### src/source/stv_pkg.sv
// ==============================
// Shared types, register offsets and beam timing tables
// ==============================
`default_nettype none

package stv_pkg;

    typedef logic [6:0]  hcount_t;   // Beam ticks
    typedef logic [8:0]  vcount_t;   // Lines
    typedef logic [21:1] vaddr_t;    // Word address

    // Offsets within the FF82xx page
    typedef enum logic [7:0] {
        REG_BASE_HI  = 8'h00,
        REG_BASE_MID = 8'h02,
        REG_CNT_HI   = 8'h04,
        REG_CNT_MID  = 8'h06,
        REG_CNT_LO   = 8'h08,
        REG_SYNC     = 8'h0A,
        REG_BASE_LO  = 8'h0C,
        REG_LINE_OFS = 8'h0E,
        REG_MODE     = 8'h60
    } reg_sel_e;

    // ==============================
    // Horizontal timing
    // ==============================
    localparam hcount_t HLOAD_PAL        = 7'd1;
    localparam hcount_t HLOAD_NTSC       = 7'd2;
    localparam hcount_t HLOAD_MONO       = 7'd73;
    localparam hcount_t HSYNC_SET_COLOUR = 7'd101;
    localparam hcount_t HSYNC_RES_COLOUR = 7'd111;
    localparam hcount_t HSYNC_SET_MONO   = 7'd121;
    localparam hcount_t HSYNC_RES_MONO   = 7'd127;

    localparam hcount_t HDE_SET_PAL      = 7'd12;
    localparam hcount_t HDE_SET_NTSC     = 7'd11;
    localparam hcount_t HDE_SET_MONO     = 7'd2;
    localparam hcount_t HDE_RES_PAL      = 7'd96;
    localparam hcount_t HDE_RES_NTSC     = 7'd95;
    localparam hcount_t HDE_RES_MONO     = 7'd43;
    localparam hcount_t HBLANK_SET_PAL   = 7'd9;
    localparam hcount_t HBLANK_SET_NTSC  = 7'd8;
    localparam hcount_t HBLANK_RES       = 7'd114;

    // ==============================
    // Vertical timing
    // ==============================
    localparam vcount_t VLOAD_PAL        = 9'd200;
    localparam vcount_t VLOAD_NTSC       = 9'd250;
    localparam vcount_t VLOAD_MONO       = 9'd12;
    localparam vcount_t VSYNC_SET_COLOUR = 9'd508;
    localparam vcount_t VSYNC_SET_MONO   = 9'd510;

    localparam vcount_t VDE_SET_PAL      = 9'd62;
    localparam vcount_t VDE_SET_NTSC     = 9'd33;
    localparam vcount_t VDE_SET_MONO     = 9'd35;
    localparam vcount_t VDE_RES_PAL      = 9'd262;
    localparam vcount_t VDE_RES_NTSC     = 9'd233;
    localparam vcount_t VDE_RES_MONO     = 9'd435;
    localparam vcount_t VBLANK_SET_PAL   = 9'd24;
    localparam vcount_t VBLANK_SET_NTSC  = 9'd15;
    localparam vcount_t VBLANK_RES_PAL   = 9'd307;
    localparam vcount_t VBLANK_RES_NTSC  = 9'd257;

endpackage

`default_nettype wire

### src/source/stv_interfaces.sv
// ==============================
// Mode and beam timing buses between the video blocks
// ==============================
`timescale 1ns/1ps
`default_nettype none

// Register contents seen by the generators
interface stv_mode_if;
    import stv_pkg::*;

    logic       mono;      // mde1
    logic       mde0;      // Readback only
    logic       pal;
    vaddr_t     base;
    logic [7:0] line_ofs;

    modport regs (output mono, mde0, pal, base, line_ofs);
    modport sink (input mono, mde0, pal, base, line_ofs);
endinterface

// Beam enables and window strobes
interface stv_beam_if;
    import stv_pkg::*;

    logic    tick_p;
    logic    tick_n;        // Half a tick after tick_p
    hcount_t hsc;
    logic    line_start;
    logic    frame_reload;  // High while vsync active
    logic    de;

    modport hgen  (output tick_p, tick_n, hsc, line_start);
    modport vgen  (input line_start, output frame_reload);
    modport degen (input tick_p, tick_n, hsc, line_start, frame_reload, output de);
    modport vcnt  (input tick_p, frame_reload, de);
endinterface

`default_nettype wire

### src/source/stv_regs.sv
// ==============================
// Video register file, write decode and read mux
// ==============================
`timescale 1ns/1ps
`default_nettype none

module stv_regs (
    input  wire logic           clk32,
    input  wire logic           porb,
    input  wire logic [7:0]     reg_addr_i,
    input  wire logic           reg_wr_i,
    input  wire logic           reg_rd_i,
    input  wire logic [15:0]    reg_wdata_i,
    output logic [15:0]         reg_rdata_o,
    input  wire stv_pkg::vaddr_t vid_addr_i,
    stv_mode_if.regs            mode
);
    import stv_pkg::*;

    logic       mono_q;
    logic       mde0_q;
    logic       pal_q;
    vaddr_t     base_q;
    logic [7:0] line_ofs_q;

    // Byte fields latched on write strobe
    always_ff @(posedge clk32 or negedge porb) begin
        if (!porb) begin
            mono_q     <= 1'b0;
            mde0_q     <= 1'b0;
            pal_q      <= 1'b0;
            base_q     <= '0;
            line_ofs_q <= '0;
        end else if (reg_wr_i) begin
            case (reg_addr_i)
                REG_BASE_HI:  base_q[21:16] <= reg_wdata_i[5:0];
                REG_BASE_MID: base_q[15:8]  <= reg_wdata_i[7:0];
                REG_BASE_LO:  base_q[7:1]   <= reg_wdata_i[7:1];
                REG_LINE_OFS: line_ofs_q    <= reg_wdata_i[7:0];
                REG_SYNC:     pal_q         <= reg_wdata_i[9];
                REG_MODE:     {mono_q, mde0_q} <= reg_wdata_i[9:8];
                default: ;  // Counter regs are read only
            endcase
        end
    end

    // Unmapped offsets float high as on the real bus
    always_comb begin
        reg_rdata_o = 16'h0000;
        if (reg_rd_i) begin
            case (reg_addr_i)
                REG_BASE_HI:  reg_rdata_o = {10'd0, base_q[21:16]};
                REG_BASE_MID: reg_rdata_o = {8'd0, base_q[15:8]};
                REG_BASE_LO:  reg_rdata_o = {8'd0, base_q[7:1], 1'b0};
                REG_CNT_HI:   reg_rdata_o = {10'd0, vid_addr_i[21:16]};
                REG_CNT_MID:  reg_rdata_o = {8'd0, vid_addr_i[15:8]};
                REG_CNT_LO:   reg_rdata_o = {8'd0, vid_addr_i[7:1], 1'b0};
                REG_LINE_OFS: reg_rdata_o = {8'd0, line_ofs_q};
                REG_SYNC:     reg_rdata_o = {6'd0, pal_q, 9'd0};
                REG_MODE:     reg_rdata_o = {6'd0, mono_q, mde0_q, 8'd0};
                default:      reg_rdata_o = 16'hFFFF;
            endcase
        end
    end

    assign mode.mono     = mono_q;
    assign mode.mde0     = mde0_q;
    assign mode.pal      = pal_q;
    assign mode.base     = base_q;
    assign mode.line_ofs = line_ofs_q;

endmodule

`default_nettype wire

### src/source/stv_hsync_gen.sv
// ==============================
// Beam tick divider and horizontal sync counter
// ==============================
`timescale 1ns/1ps
`default_nettype none

module stv_hsync_gen #(
    parameter int TICK_DIV = 16
) (
    input  wire logic clk32,
    input  wire logic porb,
    stv_mode_if.sink  mode,
    stv_beam_if.hgen  beam,
    output logic      hsync_n_o
);
    import stv_pkg::*;

    localparam int CW = (TICK_DIV > 1) ? $clog2(TICK_DIV) : 1;
    localparam logic [CW-1:0] DIV_LAST = CW'(TICK_DIV - 1);
    localparam logic [CW-1:0] DIV_HALF = CW'(TICK_DIV / 2);

    logic [CW-1:0] div_cnt;
    logic          tick_p;
    logic          tick_n;
    hcount_t       hsc;
    logic          hsc_load;   // Second reload pending
    hcount_t       hload;
    hcount_t       hsync_set;
    hcount_t       hsync_res;

    // ==============================
    // Tick enables
    // ==============================
    always_ff @(posedge clk32 or negedge porb) begin
        if (!porb)
            div_cnt <= '0;
        else if (div_cnt == DIV_LAST)
            div_cnt <= '0;
        else
            div_cnt <= div_cnt + 1'b1;
    end

    assign tick_p = (div_cnt == '0);
    assign tick_n = (div_cnt == DIV_HALF);

    assign hload     = mode.mono ? HLOAD_MONO : (mode.pal ? HLOAD_PAL : HLOAD_NTSC);
    assign hsync_set = mode.mono ? HSYNC_SET_MONO : HSYNC_SET_COLOUR;
    assign hsync_res = mode.mono ? HSYNC_RES_MONO : HSYNC_RES_COLOUR;

    // ==============================
    // Horizontal counter
    // ==============================
    always_ff @(posedge clk32 or negedge porb) begin
        if (!porb) begin
            hsc       <= '0;
            hsc_load  <= 1'b0;
            hsync_n_o <= 1'b1;
        end else if (tick_p) begin
            hsc <= hsc + 7'd1;
            if (hsc == 7'd127 || hsc_load) begin
                hsc_load <= ~hsc_load;   // Load value held for two ticks
                hsc      <= hload;
            end
            if (hsc == hsync_set) hsync_n_o <= 1'b0;
            if (hsc == hsync_res) hsync_n_o <= 1'b1;
        end
    end

    assign beam.tick_p     = tick_p;
    assign beam.tick_n     = tick_n;
    assign beam.hsc        = hsc;
    assign beam.line_start = tick_p & hsc_load;

endmodule

`default_nettype wire

### src/source/stv_vsync_gen.sv
// ==============================
// Vertical line counter and vsync
// ==============================
`timescale 1ns/1ps
`default_nettype none

module stv_vsync_gen (
    input  wire logic clk32,
    input  wire logic porb,
    stv_mode_if.sink  mode,
    stv_beam_if.vgen  beam,
    output logic      vsync_n_o
);
    import stv_pkg::*;

    vcount_t vsc;
    logic    vsc_load;
    vcount_t vload;
    vcount_t vsync_set;

    assign vload = mode.mono ? VLOAD_MONO : (mode.pal ? VLOAD_PAL : VLOAD_NTSC);
    assign vsync_set = mode.mono ? VSYNC_SET_MONO : VSYNC_SET_COLOUR;

    // One step per line, same double reload as horizontal
    always_ff @(posedge clk32 or negedge porb) begin
        if (!porb) begin
            vsc       <= '0;
            vsc_load  <= 1'b1;    // First line loads the counter
            vsync_n_o <= 1'b1;
        end else if (beam.line_start) begin
            vsc <= vsc + 9'd1;
            if (vsc == 9'd511 || vsc_load) begin
                vsc_load  <= ~vsc_load;
                vsc       <= vload;
                vsync_n_o <= 1'b1;
            end
            if (vsc == vsync_set) vsync_n_o <= 1'b0;
        end
    end

    assign beam.frame_reload = ~vsync_n_o;

endmodule

`default_nettype wire

### src/source/stv_de_gen.sv
// ==============================
// Display enable and blank windows
// ==============================
`timescale 1ns/1ps
`default_nettype none

module stv_de_gen (
    input  wire logic clk32,
    input  wire logic porb,
    stv_mode_if.sink  mode,
    stv_beam_if.degen beam,
    output logic      de_o,
    output logic      blank_n_o
);
    import stv_pkg::*;

    logic    cpal, cntsc;
    hcount_t hdec;
    vcount_t vdec;
    logic    hde, hblank;
    logic    vde, vblank;
    logic    hde_set, hde_reset, hblank_set, hblank_reset;
    logic    vde_set, vde_reset, vblank_set, vblank_reset;
    logic    vline;          // Once per line, at hsync end

    assign cpal  = ~mode.mono & mode.pal;
    assign cntsc = ~mode.mono & ~mode.pal;

    assign hde_set      = (cpal & hdec == HDE_SET_PAL) | (cntsc & hdec == HDE_SET_NTSC)
                        | (mode.mono & hdec == HDE_SET_MONO);
    assign hde_reset    = (cpal & hdec == HDE_RES_PAL) | (cntsc & hdec == HDE_RES_NTSC)
                        | (mode.mono & hdec == HDE_RES_MONO);
    assign hblank_set   = (cpal & hdec == HBLANK_SET_PAL) | (cntsc & hdec == HBLANK_SET_NTSC);
    assign hblank_reset = mode.mono | (hdec == HBLANK_RES);

    assign vde_set      = (cpal & vdec == VDE_SET_PAL) | (cntsc & vdec == VDE_SET_NTSC)
                        | (mode.mono & vdec == VDE_SET_MONO);
    assign vde_reset    = (cpal & vdec == VDE_RES_PAL) | (cntsc & vdec == VDE_RES_NTSC)
                        | (mode.mono & vdec == VDE_RES_MONO);
    assign vblank_set   = (cpal & vdec == VBLANK_SET_PAL) | (cntsc & vdec == VBLANK_SET_NTSC);
    assign vblank_reset = mode.mono | (cpal & vdec == VBLANK_RES_PAL)
                        | (cntsc & vdec == VBLANK_RES_NTSC);

    assign vline = beam.tick_p
                 & (beam.hsc == (mode.mono ? HSYNC_RES_MONO : HSYNC_RES_COLOUR));

    // ==============================
    // Horizontal window
    // ==============================
    always_ff @(posedge clk32 or negedge porb) begin
        if (!porb) begin
            hdec   <= '0;
            hde    <= 1'b0;
            hblank <= 1'b0;
        end else if (beam.line_start) begin
            hdec   <= '0;
            hde    <= 1'b0;
            hblank <= 1'b0;
        end else if (beam.tick_n) begin
            hdec <= hdec + 7'd1;
            if (hblank_set)   hblank <= 1'b1;
            if (hblank_reset) hblank <= 1'b0;
            if (hde_reset)    hde    <= 1'b0;
            else if (hde_set) hde    <= 1'b1;
        end
    end

    // Vertical window, held clear through vsync
    always_ff @(posedge clk32 or negedge porb) begin
        if (!porb) begin
            vdec   <= '0;
            vde    <= 1'b0;
            vblank <= 1'b0;
        end else if (beam.frame_reload) begin
            vdec   <= '0;
            vde    <= 1'b0;
            vblank <= 1'b0;
        end else if (vline) begin
            vdec <= vdec + 9'd1;
            if (vde_set)      vde    <= 1'b1;
            if (vde_reset)    vde    <= 1'b0;
            if (vblank_set)   vblank <= 1'b1;
            if (vblank_reset) vblank <= 1'b0;
        end
    end

    always_ff @(posedge clk32 or negedge porb) begin
        if (!porb) begin
            de_o      <= 1'b0;
            blank_n_o <= 1'b1;
        end else if (beam.tick_p) begin
            de_o      <= hde & vde;
            blank_n_o <= hblank & vblank;
        end
    end

    assign beam.de = de_o;

endmodule

`default_nettype wire

### src/source/stv_vid_counter.sv
// ==============================
// Video fetch word-address counter
// ==============================
`timescale 1ns/1ps
`default_nettype none

module stv_vid_counter (
    input  wire logic       clk32,
    input  wire logic       porb,
    stv_mode_if.sink        mode,
    stv_beam_if.vcnt        beam,
    output stv_pkg::vaddr_t vid_addr_o
);
    import stv_pkg::*;

    logic   de_d;       // Previous cycle DE for edge detect
    vaddr_t line_step;

    assign line_step = {13'd0, mode.line_ofs};

    always_ff @(posedge clk32 or negedge porb) begin
        if (!porb) begin
            vid_addr_o <= '0;
            de_d       <= 1'b0;
        end else begin
            de_d <= beam.de;
            if (beam.frame_reload)
                vid_addr_o <= mode.base;              // Reload each frame
            else if (beam.tick_p && beam.de)
                vid_addr_o <= vid_addr_o + 21'd1;     // One word per displayed tick
            else if (de_d && !beam.de)
                vid_addr_o <= vid_addr_o + line_step; // Skip to next line
        end
    end

endmodule

`default_nettype wire

### src/source/stv_top.sv
// ==============================
// Video timing top level
// ==============================
`timescale 1ns/1ps
`default_nettype none

module stv_top #(
    parameter int TICK_DIV = 16   // clk32 cycles per beam tick
) (
    input  wire logic        clk32,
    input  wire logic        porb,
    input  wire logic [7:0]  reg_addr_i,
    input  wire logic        reg_wr_i,
    input  wire logic        reg_rd_i,
    input  wire logic [15:0] reg_wdata_i,
    output logic [15:0]      reg_rdata_o,
    output logic             hsync_n_o,
    output logic             vsync_n_o,
    output logic             de_o,
    output logic             blank_n_o,
    output stv_pkg::vaddr_t  vid_addr_o
);

    stv_mode_if mode_bus ();
    stv_beam_if beam_bus ();

    stv_regs u_regs (
        .clk32       (clk32),
        .porb        (porb),
        .reg_addr_i  (reg_addr_i),
        .reg_wr_i    (reg_wr_i),
        .reg_rd_i    (reg_rd_i),
        .reg_wdata_i (reg_wdata_i),
        .reg_rdata_o (reg_rdata_o),
        .vid_addr_i  (vid_addr_o),
        .mode        (mode_bus.regs)
    );

    stv_hsync_gen #(.TICK_DIV(TICK_DIV)) u_hsync (
        .clk32     (clk32),
        .porb      (porb),
        .mode      (mode_bus.sink),
        .beam      (beam_bus.hgen),
        .hsync_n_o (hsync_n_o)
    );

    stv_vsync_gen u_vsync (
        .clk32     (clk32),
        .porb      (porb),
        .mode      (mode_bus.sink),
        .beam      (beam_bus.vgen),
        .vsync_n_o (vsync_n_o)
    );

    stv_de_gen u_de (
        .clk32     (clk32),
        .porb      (porb),
        .mode      (mode_bus.sink),
        .beam      (beam_bus.degen),
        .de_o      (de_o),
        .blank_n_o (blank_n_o)
    );

    stv_vid_counter u_vcnt (
        .clk32      (clk32),
        .porb       (porb),
        .mode       (mode_bus.sink),
        .beam       (beam_bus.vcnt),
        .vid_addr_o (vid_addr_o)
    );

endmodule

`default_nettype wire

### config.mk
export PLATFORM = sky130hd
export DESIGN_NAME = stv_top
export DESIGN_NICKNAME = d
export VERILOG_FILES = /design/src/source/stv_pkg.sv /design/src/source/stv_interfaces.sv /design/src/source/stv_regs.sv /design/src/source/stv_hsync_gen.sv /design/src/source/stv_vsync_gen.sv /design/src/source/stv_de_gen.sv /design/src/source/stv_vid_counter.sv /design/src/source/stv_top.sv
export SDC_FILE = /design/constraint.sdc
export NUM_CORES = 1
export LEC_CHECK = 0
export ABC_AREA = 1
export BUFFER_PORTS_ARGS = -buffer_cell sky130_fd_sc_hd__buf_4
export CORE_MARGIN = 3
export CORE_UTILIZATION = 55
export CTS_BUF_LIST = sky130_fd_sc_hd__clkbuf_2 sky130_fd_sc_hd__clkbuf_4 sky130_fd_sc_hd__clkbuf_8
export DETAILED_ROUTE_END_ITERATION = 10
export PLACE_DENSITY = 0.83
export SKIP_LAST_GASP = 1
export SLEW_MARGIN = 10
export SYNTH_ARGS = -nofsm -noshare
export SYNTH_HDL_FRONTEND = slang
export SYNTH_HIERARCHICAL = 1
export SYNTH_SLANG_ARGS = --single-unit
### constraint.sdc
create_clock -name clk32 -period 3 [get_ports clk32]
set_clock_uncertainty 0.15 [all_clocks]
set_input_delay 0.15 -clock clk32 [delete_from_list [all_inputs] [get_ports clk32]]
set_output_delay 0.15 -clock clk32 [all_outputs]
set_load 0.005 [all_outputs]
== Yosys cells after proc, flatten, opt, wreduce, memory -nomap -nowiden ==
Index checks and enable logic that the tools add are counted.
Widths: inputs -> output; s select.

* Bits in registers: 100
* Latch bits: 0
* RAM bits: 0
* ROM bits: 0
* Bits of input ports: 28
* Output and inout port bits: 41
* Logic and storage cells: 175
* Memories: 0

* Add/subtract/negate cells: 7
* Multiply operators: 0
* Div/mod/pow operators: 0
* $lt $le $gt $ge: 0
* Equality and inequality tests: 38
* Shifts and indexed selects: 0
* Multiplexer cells: 39
* Bitwise operators: 41
* Reduce and logical (&&, ||, !) cells: 26

{| class="wikitable"
|+ Operators with widths
! cell !! number
|-
| $pmux 16 s9 || 1
|-
| $mux 21 || 3
|-
| $eq 9x9->1 const B || 5
|-
| $mux 9 || 4
|-
| $eq 8x4->1 const B || 4
|-
| $eq 7x4->1 const B || 4
|-
| $eq 7x7->1 const B || 4
|-
| $mux 7 || 4
|-
| $reduce_and 2->1 || 14
|-
| $eq 9x6->1 const B || 3
|-
| $and 1x1->1 || 24
|-
| $add 21x1->21 const B || 1
|-
| $add 21x8->21 || 1
|-
| $mux 1 || 20
|-
| $add 9x1->9 const B || 2
|-
| $eq 8x3->1 const B || 2
|-
| $mux 16 || 1
|-
| $add 7x1->7 const B || 2
|-
| $eq 7x7->1 || 2
|-
| $or 1x1->1 || 13
|-
| $mux 5 || 2
|-
| $eq 9x4->1 const B || 1
|-
| $eq 9x5->1 const B || 1
|-
| $eq 9x8->1 const B || 1
|-
| 20 further kinds || 32
|}

== Logic depth before layout (Yosys ltp) ==
Gate-level depths: netlist of the first run.

* Depth in word-level cells: 9
* Depth in mapped cells: 20
* Gate-level depth less buffers: 20

== Hierarchy ==
Netlist of the first run, hierarchy kept.

{| class="wikitable"
|+ Modules (own cells, without submodules)
! module !! instances !! cells an instance !! area an instance (µm²) !! seq. area each (µm²)
|-
| stv_regs || 1 || 292 || 2021.9 || 800.8
|-
| stv_vid_counter || 1 || 325 || 1995.7 || 550.5
|-
| stv_de_gen || 1 || 239 || 1616.6 || 551.8
|-
| stv_hsync_gen || 1 || 110 || 813.3 || 326.6
|-
| stv_vsync_gen || 1 || 93 || 703.2 || 277.8
|}

== Worst setup path after synthesis of the first run ==
Ideal clock, no wire load.

* Kind: reg2reg
* Start point: register u_hsync.div_cnt[0]
* End point: register u_vcnt.vid_addr_o[16]
* Library setup time: 0.116 ns
* Arrival time: 2.486 ns
* Data required time: 2.734 ns
* Slack: 0.248 ns
* Stages on the path, launching flop included: 21
* Path buffers: 0
* Clock period less this slack: 2.752 ns
* Cells stage by stage: dfrtp_1 > inv_1 > ha_1 > nand2_4 > inv_6 > nand2_1 > inv_2 > or2_2 > ha_1 > inv_1 > fa_1 > inv_1 > nand3_1 > nand3_1 > nand2_1 > nand2_1 > nand2_1 > nand2_1 > nand3_1 > nand2_1 > nand2_1

* Cells in the longest elaborated chain, start to end: 4
* Elaborated cells on any way between the ends: 5
* Classes of those cells: 1 x eq/ne; 2 x mux; 2 x reduce/logical

{| class="wikitable"
|+ Ends and longest elaborated chain
! item !! RTL line !! text
|-
| start: declaration || stv_hsync_gen.sv:22 || <nowiki>logic [CW-1:0] div_cnt;</nowiki>
|-
| start signal: assignment || stv_hsync_gen.sv:40 || <nowiki>div_cnt <= div_cnt + 1'b1;</nowiki>
|-
| $logic_not 4->1 * || stv_hsync_gen.sv:43 || <nowiki>assign tick_p = (div_cnt == '0);</nowiki>
|-
| net beam_bus.tick_p || stv_interfaces.sv:25 || <nowiki>logic tick_p;</nowiki>
|-
| $logic_and 1x1->1 * || stv_vid_counter.sv:29 || <nowiki>else if (beam.tick_p && beam.de)</nowiki>
|-
| $mux 21 || stv_vid_counter.sv:29 ||
|-
| $mux 21 || stv_vid_counter.sv:27 || <nowiki>if (beam.frame_reload)</nowiki>
|-
| end signal: assignment || stv_vid_counter.sv:28 || <nowiki>vid_addr_o <= mode.base;</nowiki>
|-
| end signal: assignment || stv_vid_counter.sv:30 || <nowiki>vid_addr_o <= vid_addr_o + 21'd1;</nowiki>
|-
| end signal: assignment || stv_vid_counter.sv:32 || <nowiki>vid_addr_o <= vid_addr_o + line_step;</nowiki>
|-
| end: declaration || stv_vid_counter.sv:12 || <nowiki>output stv_pkg::vaddr_t vid_addr_o</nowiki>
|}

The timed path passes the listed nets; every way through them passes the cells marked *.
A chain may end at the register's enable or synchronous reset.

== Final worst setup path of the first run ==
* Start point: register u_hsync.div_cnt[0]
* End point: register u_vcnt.vid_addr_o[12]

The elaborated chain is that of the path after synthesis.

==> flow_summary.ini, run 1 <==
[floorplanning]
fp.dieH_um = 120.0
io_pins = 69
initial_core_util = 0.5643
dieArea_um2 = 14400
core_um2 = 12670
rows = 41
fp.dieW_um = 120.0

[layout]
seqCellArea_um2 = 2507
fillCellCount = 1149
antenna_cells = 0
design_area_um2 = 8088
synthToLayoutAreaGrowth_pct = 13.11
nets = 1181
multi_input_area_um2 = 3918
postLayoutCoreUtil = 0.6383
drive_gt1_frac = 0.1524
final_cells = 1307

[outcome]
status = finished, final reports clean

[timing]
period_share = 0.9093
slew_headroom = 0.5430
setup_tns_ns = 0
finalHoldViolations = 0
finalSetupViolCount = 0
fin_crit_ns = 2.728
drv_slew = 0
worst_slew_pin_slew_ns = 0.6854
max_freq_mhz = 366.6

[pwr]
ir_worst_vdd_mv = 0.3712
leakagePower_nw = 4.137
power_density_nw_per_um2 = 318.8

[detailed_routing]
wl_per_cell_um = 14.23
drt_iter0_markers = 650
drc = 0
routed_via_density = 5.388
ant_nets = 0
wl_mm = 18.61
firstDrtPassIters = 5
num_vias = 7042

[setup_path]
slowest_delay_ns = 0.37
arrival_ns = 2.86
cp-end-kind = flop
critPathMaxFanout = 8
crit_required_ns = 3.13
path_common_cell = nand2_1
cp_cell_sequence = inv_1 > ha_1 > nand2_4 > inv_6 > nand2_1 > inv_2 > or2_2 > ha_1 > inv_1 > fa_2 > inv_1 > nand3_1 > nand3_1 > nand2_1 > nand2_4 > nand3b_1 > nand3_1 > nand2_1 > nand2_1
path_class = reg2reg
cp_slowest_cell = dfrtp_1
cp-start-kind = flop

[grt]
grt_pass1_vias = 6458
grt_first_pass_wirelength_mm = 30.82
gr-total-overflow = 0
grt_max_degree = 74
antenna_found_initial = 0
grt_usage = 0.2637

[yosys]
netlist_area_um2 = 7151
synth-async-reset-ratio = 1.000
synth-seq-cells = 100
synth.top_cell.area_share = 0.3360
yosys-top-cells-area = dfrtp_1 (34%), nand2_1 (17%), nand3_1 (7.4%)
syn_avg_cell_area_um2 = 6.752
synth_ff_type = dfrtp_1
syn-instance-count = 1059
seq_area_frac_synth = 0.3507
synth_top_cell_by_area = dfrtp_1
synth-edff-count = 0
ys_warn_count = 6
ys_types = 49
syn-num-nets = 1110

[placed_design]
place_congestion = 0.9847
portBuffers = 62
hpwl_mm = 13.60
placed_cells = 1277
placed_cell_area_um2 = 7751

[clocking]
clockRootBuffer = clkbuf_8
clk_path_buf_depth = 2
clk-insertion-delay-late_ns = 0.40
clkSinkCount = 100
path_clk_slew_ns = 0.10
cts_buffers = 9
cts_tree = yes
htreeDepth = 3

[worst_hold_path]
hold_class = in2async

[job]
maxCapViolCount = 0
metal layers:
layer	wire, um	share of wire	global-route usage	up-vias
met5	0	0	0	-
met3	1191	0.064	0.05325	33
met4	324	0.017	0.07445	0
met2	9030	0.49	0.4426	263
met1	8059	0.43	0.3472	3260
li1	-	-	-	3486
registers in the layout, summed over array words and instances (netlist names), 4 cells and up:
signal / count
u_regs/mode.line_ofs: 8
u_hsync/div_cnt: 4
u_vcnt/vid_addr_o: 21
u_vsync/vsc: 9
u_hsync/beam.hsc: 7
u_de/vdec: 9
u_de/hdec: 7
u_regs/mode.base: 21
where the power goes:
part / switching [W] / leakage (nW) / internal (W)
sequential: 0.0000558 / 1.35 / 0.00138
combinational: 0.000158 / 2.69 / 0.000123
clock: 0.000504 / 0.0997 / 0.000353
logic make-up (layout without fill, tap and decap cells):
group	Yosys count	after routing	synth area share
buffers and inverters	169	245	0.1029
xor gates and xnor gates	7	7	0.008574
adders and majority gates	23	23	0.04129
AOI/OAI and AO/OA	110	110	0.08626
DFF	100	100	0.3507
and+or+nand+nor	650	650	0.4103
synthesized netlist by cell type, types with 2 or more instances:
cell,instances
a21oi_1,28
a21oi_2,2
a31oi_1,4
and2_1,2
buf_2,10
buf_4,9
buf_6,5
clkbuf_1,4
clkinv_1,2
dfrtp_1,96
dfstp_2,4
ha_1,22
inv_1,126
inv_2,10
nand2_1,325
nand2_2,12
nand2_4,2
nand3_1,106
nand3_2,9
nand3_4,2
nand3b_1,6
nand4_1,7
nor2_1,131
nor2_2,17
nor2_4,9
nor3_1,11
nor3_2,3
o211ai_1,2
o21a_1,8
o21ai_0,43
o21ai_1,15
o21bai_1,3
or2_2,3
xor2_1,6
layout by cell type (no fill, tap or decap), types with 10 or more instances in the layout:
cell type	count
clkbuf_8	10
ha_1	22
inv_2	10
dlygate4sd3_1	14
o21ai_1	15
buf_4	73
nor2_1	131
dfrtp_1	96
a21oi_1	28
nor2_2	17
nand3_1	106
inv_1	126
nand2_2	12
nand2_1	324
o21ai_0	43
nor3_1	11
cell type report:
type                            instances  share of cell area
Tap cell                              172             0.02661
Multi-Input combinational cell        790              0.4844
Inverter                              140             0.06590
Timing Repair Buffer                   89             0.09004
Clock inverter                          4            0.004177
Sequential cell                       100              0.3100
Clock buffer                           12             0.01887
repair_timing:
item | CTS | global route
endpoints found under the hold margin | 128 | 0
endpoints found under the setup margin | 0 | 4
buffers inserted | 0 | 0
resized for setup | 0 | 3
hold buffers | 14 | 0
metrics by stage:
stage | hold slack [ns] | setup WS (ns) | total power, W
global placement | -0.03647 | 0.2514 | 0.001725
detailed placement | -0.03563 | 0.1773 | 0.001731
global route | 0.07671 | -0.002522 | 0.002700
CTS | 0.06217 | 0.1392 | 0.002601
finish | 0.07956 | 0.2720 | 0.002578
floorplan | -0.2956 | 0.2480 | 0.001590
worst paths after layout:
path,start,to,slack (ns),cells after the start
setup / recovery,u_hsync/div_cnt[0],u_vcnt/vid_addr_o[12],0.27,19
hold / removal,porb,u_vcnt/vid_addr_o[9],0.08,2
setup reg to reg,u_hsync/div_cnt[0],u_vcnt/vid_addr_o[12],0.27,19
hold reg to reg,u_hsync/hsync_n_o,u_hsync/hsync_n_o,0.33,2
max in group asynchronous,porb,u_hsync/hsync_n_o,1.86,3
min in group clk32,reg_addr_i[6],u_regs/mode.mono,0.11,5
worst max-delay path: cells and delay by family, from the launching register on:
family | cells | cell delay (ns)
and+or+nand+nor | 11 | 1.13
adders and majority gates | 3 | 0.66
DFF | 1 | 0.37
buffers and inverters | 5 | 0.29
Power figures use the tool's default switching activity.
==> run 2: changes to the inputs <==
--- a/config.mk
+++ b/config.mk
@@ -7,11 +7,13 @@
 export LEC_CHECK = 0
 export ABC_AREA = 1
 export BUFFER_PORTS_ARGS = -buffer_cell sky130_fd_sc_hd__buf_4
+export CELL_PAD_IN_SITES_DETAIL_PLACEMENT = 1
+export CELL_PAD_IN_SITES_GLOBAL_PLACEMENT = 1
 export CORE_MARGIN = 3
-export CORE_UTILIZATION = 55
+export CORE_UTILIZATION = 44
 export CTS_BUF_LIST = sky130_fd_sc_hd__clkbuf_2 sky130_fd_sc_hd__clkbuf_4 sky130_fd_sc_hd__clkbuf_8
 export DETAILED_ROUTE_END_ITERATION = 10
-export PLACE_DENSITY = 0.83
+export PLACE_DENSITY = 0.9
 export SKIP_LAST_GASP = 1
 export SLEW_MARGIN = 10
 export SYNTH_ARGS = -nofsm -noshare
==> flow_summary.ini, run 2 (synthesized netlist as in run 1, its figures left out) <==
[outcome]
status = finished, final reports clean

[timing]
fin_crit_ns = 2.818
grt_setup_unrepaired = no
hold_slack_ns = 0.1037
slew_headroom = 0.4784
worst_slew_pin_slew_ns = 0.7824
setup_tns_ns = 0
period_share = 0.9392
finalHoldViolations = 0
max_freq_mhz = 354.9
drv_slew = 0
finalSetupViolCount = 0

[pwr]
power_density_nw_per_um2 = 321.5
ir_worst_vdd_mv = 0.1960
p_total_w = 0.002620
leakagePower_nw = 4.136

[placed_design]
portBuffers = 62
hpwl_mm = 16.85
place_congestion = 0.9031

[clocking]
cts_tree = yes
clk-insertion-delay-late_ns = 0.39
clk_path_buf_depth = 2
clockRootBuffer = clkbuf_8
clkSinkCount = 100
post-cts-setup-buffers = 0
cts_buffers = 9
path_clk_slew_ns = 0.11
htreeDepth = 3

[detailed_routing]
drt_iter0_markers = 358
firstDrtPassIters = 5
wl_mm = 22.45
ant_nets = 0
wl_per_cell_um = 16.69
drc = 0
routed_via_density = 5.335
num_vias = 7176

[floorplanning]
fp.dieH_um = 133.5
rows = 45
initial_core_util = 0.4601
dieArea_um2 = 17820
io_pins = 69
core_um2 = 15540
fp.dieW_um = 133.5

[grt]
gr-total-overflow = 0
grt_max_degree = 68
grt_first_pass_wirelength_mm = 37.37
grt_usage = 0.2592
antenna_found_initial = 0
grt_pass1_vias = 7408

[layout]
final_common_cell = nand2_1
synthToLayoutAreaGrowth_pct = 13.95
antenna_cells = 0
drive_gt1_frac = 0.1534
nets = 1180
postLayoutCoreUtil = 0.5243
final_cell_mix = nand2_1 (324), nor2_1 (131), inv_1 (125)

[setup_path]
reg2reg_from = u_hsync/div_cnt[0]
critPathMaxFanout = 8
worstSetupEndpoint = u_vcnt/vid_addr_o[16]
cp-end-kind = flop
arrival_ns = 2.96
reg2reg_slack_ns = 0.18
path_class = reg2reg
crit_required_ns = 3.14
reg2reg_depth = 20
crit_start = u_hsync/div_cnt[0]
cp-start-kind = flop
reg2reg_to = u_vcnt/vid_addr_o[16]

[worst_hold_path]
hold_class = in2async

[job]
maxCapViolCount = 0
==> run 2: cell count changes in the layout (fill, tap and decap cells not counted), moves of 2 or more <==
cell	change
buf_4	-2
clkbuf_4	-2
nand3_2	+2
clkinvlp_4	+2
nand3_1	-2
==> run 2: how the worst min path moves through the flow <==
| stage | from | endpoint | slack, ns | cells past startpoint |
|---|---|---|---|---|
| final | porb | u_de/hdec[3] | 0.10 | 2 |
| after global routing | porb | u_de/hdec[3] | 0.12 | 2 |
| after CTS | porb | u_vsync/vsc[5] | 0.09 | 2 |
| after detailed placement | porb | u_hsync/beam.hsc[3] | -0.005 | 1 |
| after global placement | porb | u_hsync/hsc_load | -0.01 | 1 |
| after floorplan | porb | u_de/beam.de | -0.30 | 0 |
==> run 2: per-stage QoR <==
| stage | instances | instance area [um^2] | worst slack, ns |
|---|---|---|---|
| after detailed placement | 1314 | 7785 | 0.04379 |
| after global routing | 1345 | 8148 | 0.004106 |
| final | 1345 | 8148 | 0.1824 |
| after CTS | 1345 | 8130 | 0.06468 |
| after floorplan | 1059 | 7151 | 0.2480 |
| after global placement | 1314 | 7785 | 0.1621 |
==> run 2: power breakdown <==
part | internal [W] | switching [W]
clock network | 0.000341 | 0.000540
registers | 0.00138 | 0.0000620
logic | 0.000124 | 0.000168
total | 0.00185 | 0.000770
==> run 2: cell type report <==
class	count	area, um^2
clock inverter	6	55.05
tap	211	264.0
fill	2116	7392
timing repair buffer	88	723.2
sequential	100	2507
clock buffer	10	137.6
inverter	140	533.0
multi-input combinational	790	3928
==> run 2: worst max-delay path, stage by stage (launching register included) <==
cell	delay, ns
dfrtp_1	0.41
inv_1	0.09
ha_2	0.21
nand2_4	0.07
inv_6	0.05
nand2_1	0.11
inv_2	0.09
or2_2	0.10
ha_1	0.15
inv_1	0.06
fa_1	0.41
inv_2	0.09
nand3_1	0.08
nand3_2	0.09
nand2_1	0.09
nand2_4	0.13
nand2_1	0.07
nand2_1	0.06
nand3_1	0.07
nand2_1	0.07
nand2_1	0.05
==> run 2: routing by layer <==
| metal | vias up | share of wire | global-route usage | routed length [um] |
|---|---|---|---|---|
| met5 | - | 0 | 0 | 0 |
| met4 | 0 | 0.026 | 0.08457 | 589 |
| met3 | 39 | 0.038 | 0.04607 | 846 |
| met2 | 155 | 0.51 | 0.4633 | 11550 |
| met1 | 3513 | 0.42 | 0.3165 | 9470 |
| li1 | 3469 | - | - | - |
==> run 2: what timing repair did <==
action                                 4_1_cts  5_1_grt
hold buffers                                15        0
gates resized for setup                      1        5
setup endpoints to repair                    4        9
endpoints found under the hold margin       64        0
pin swaps                                    0        1
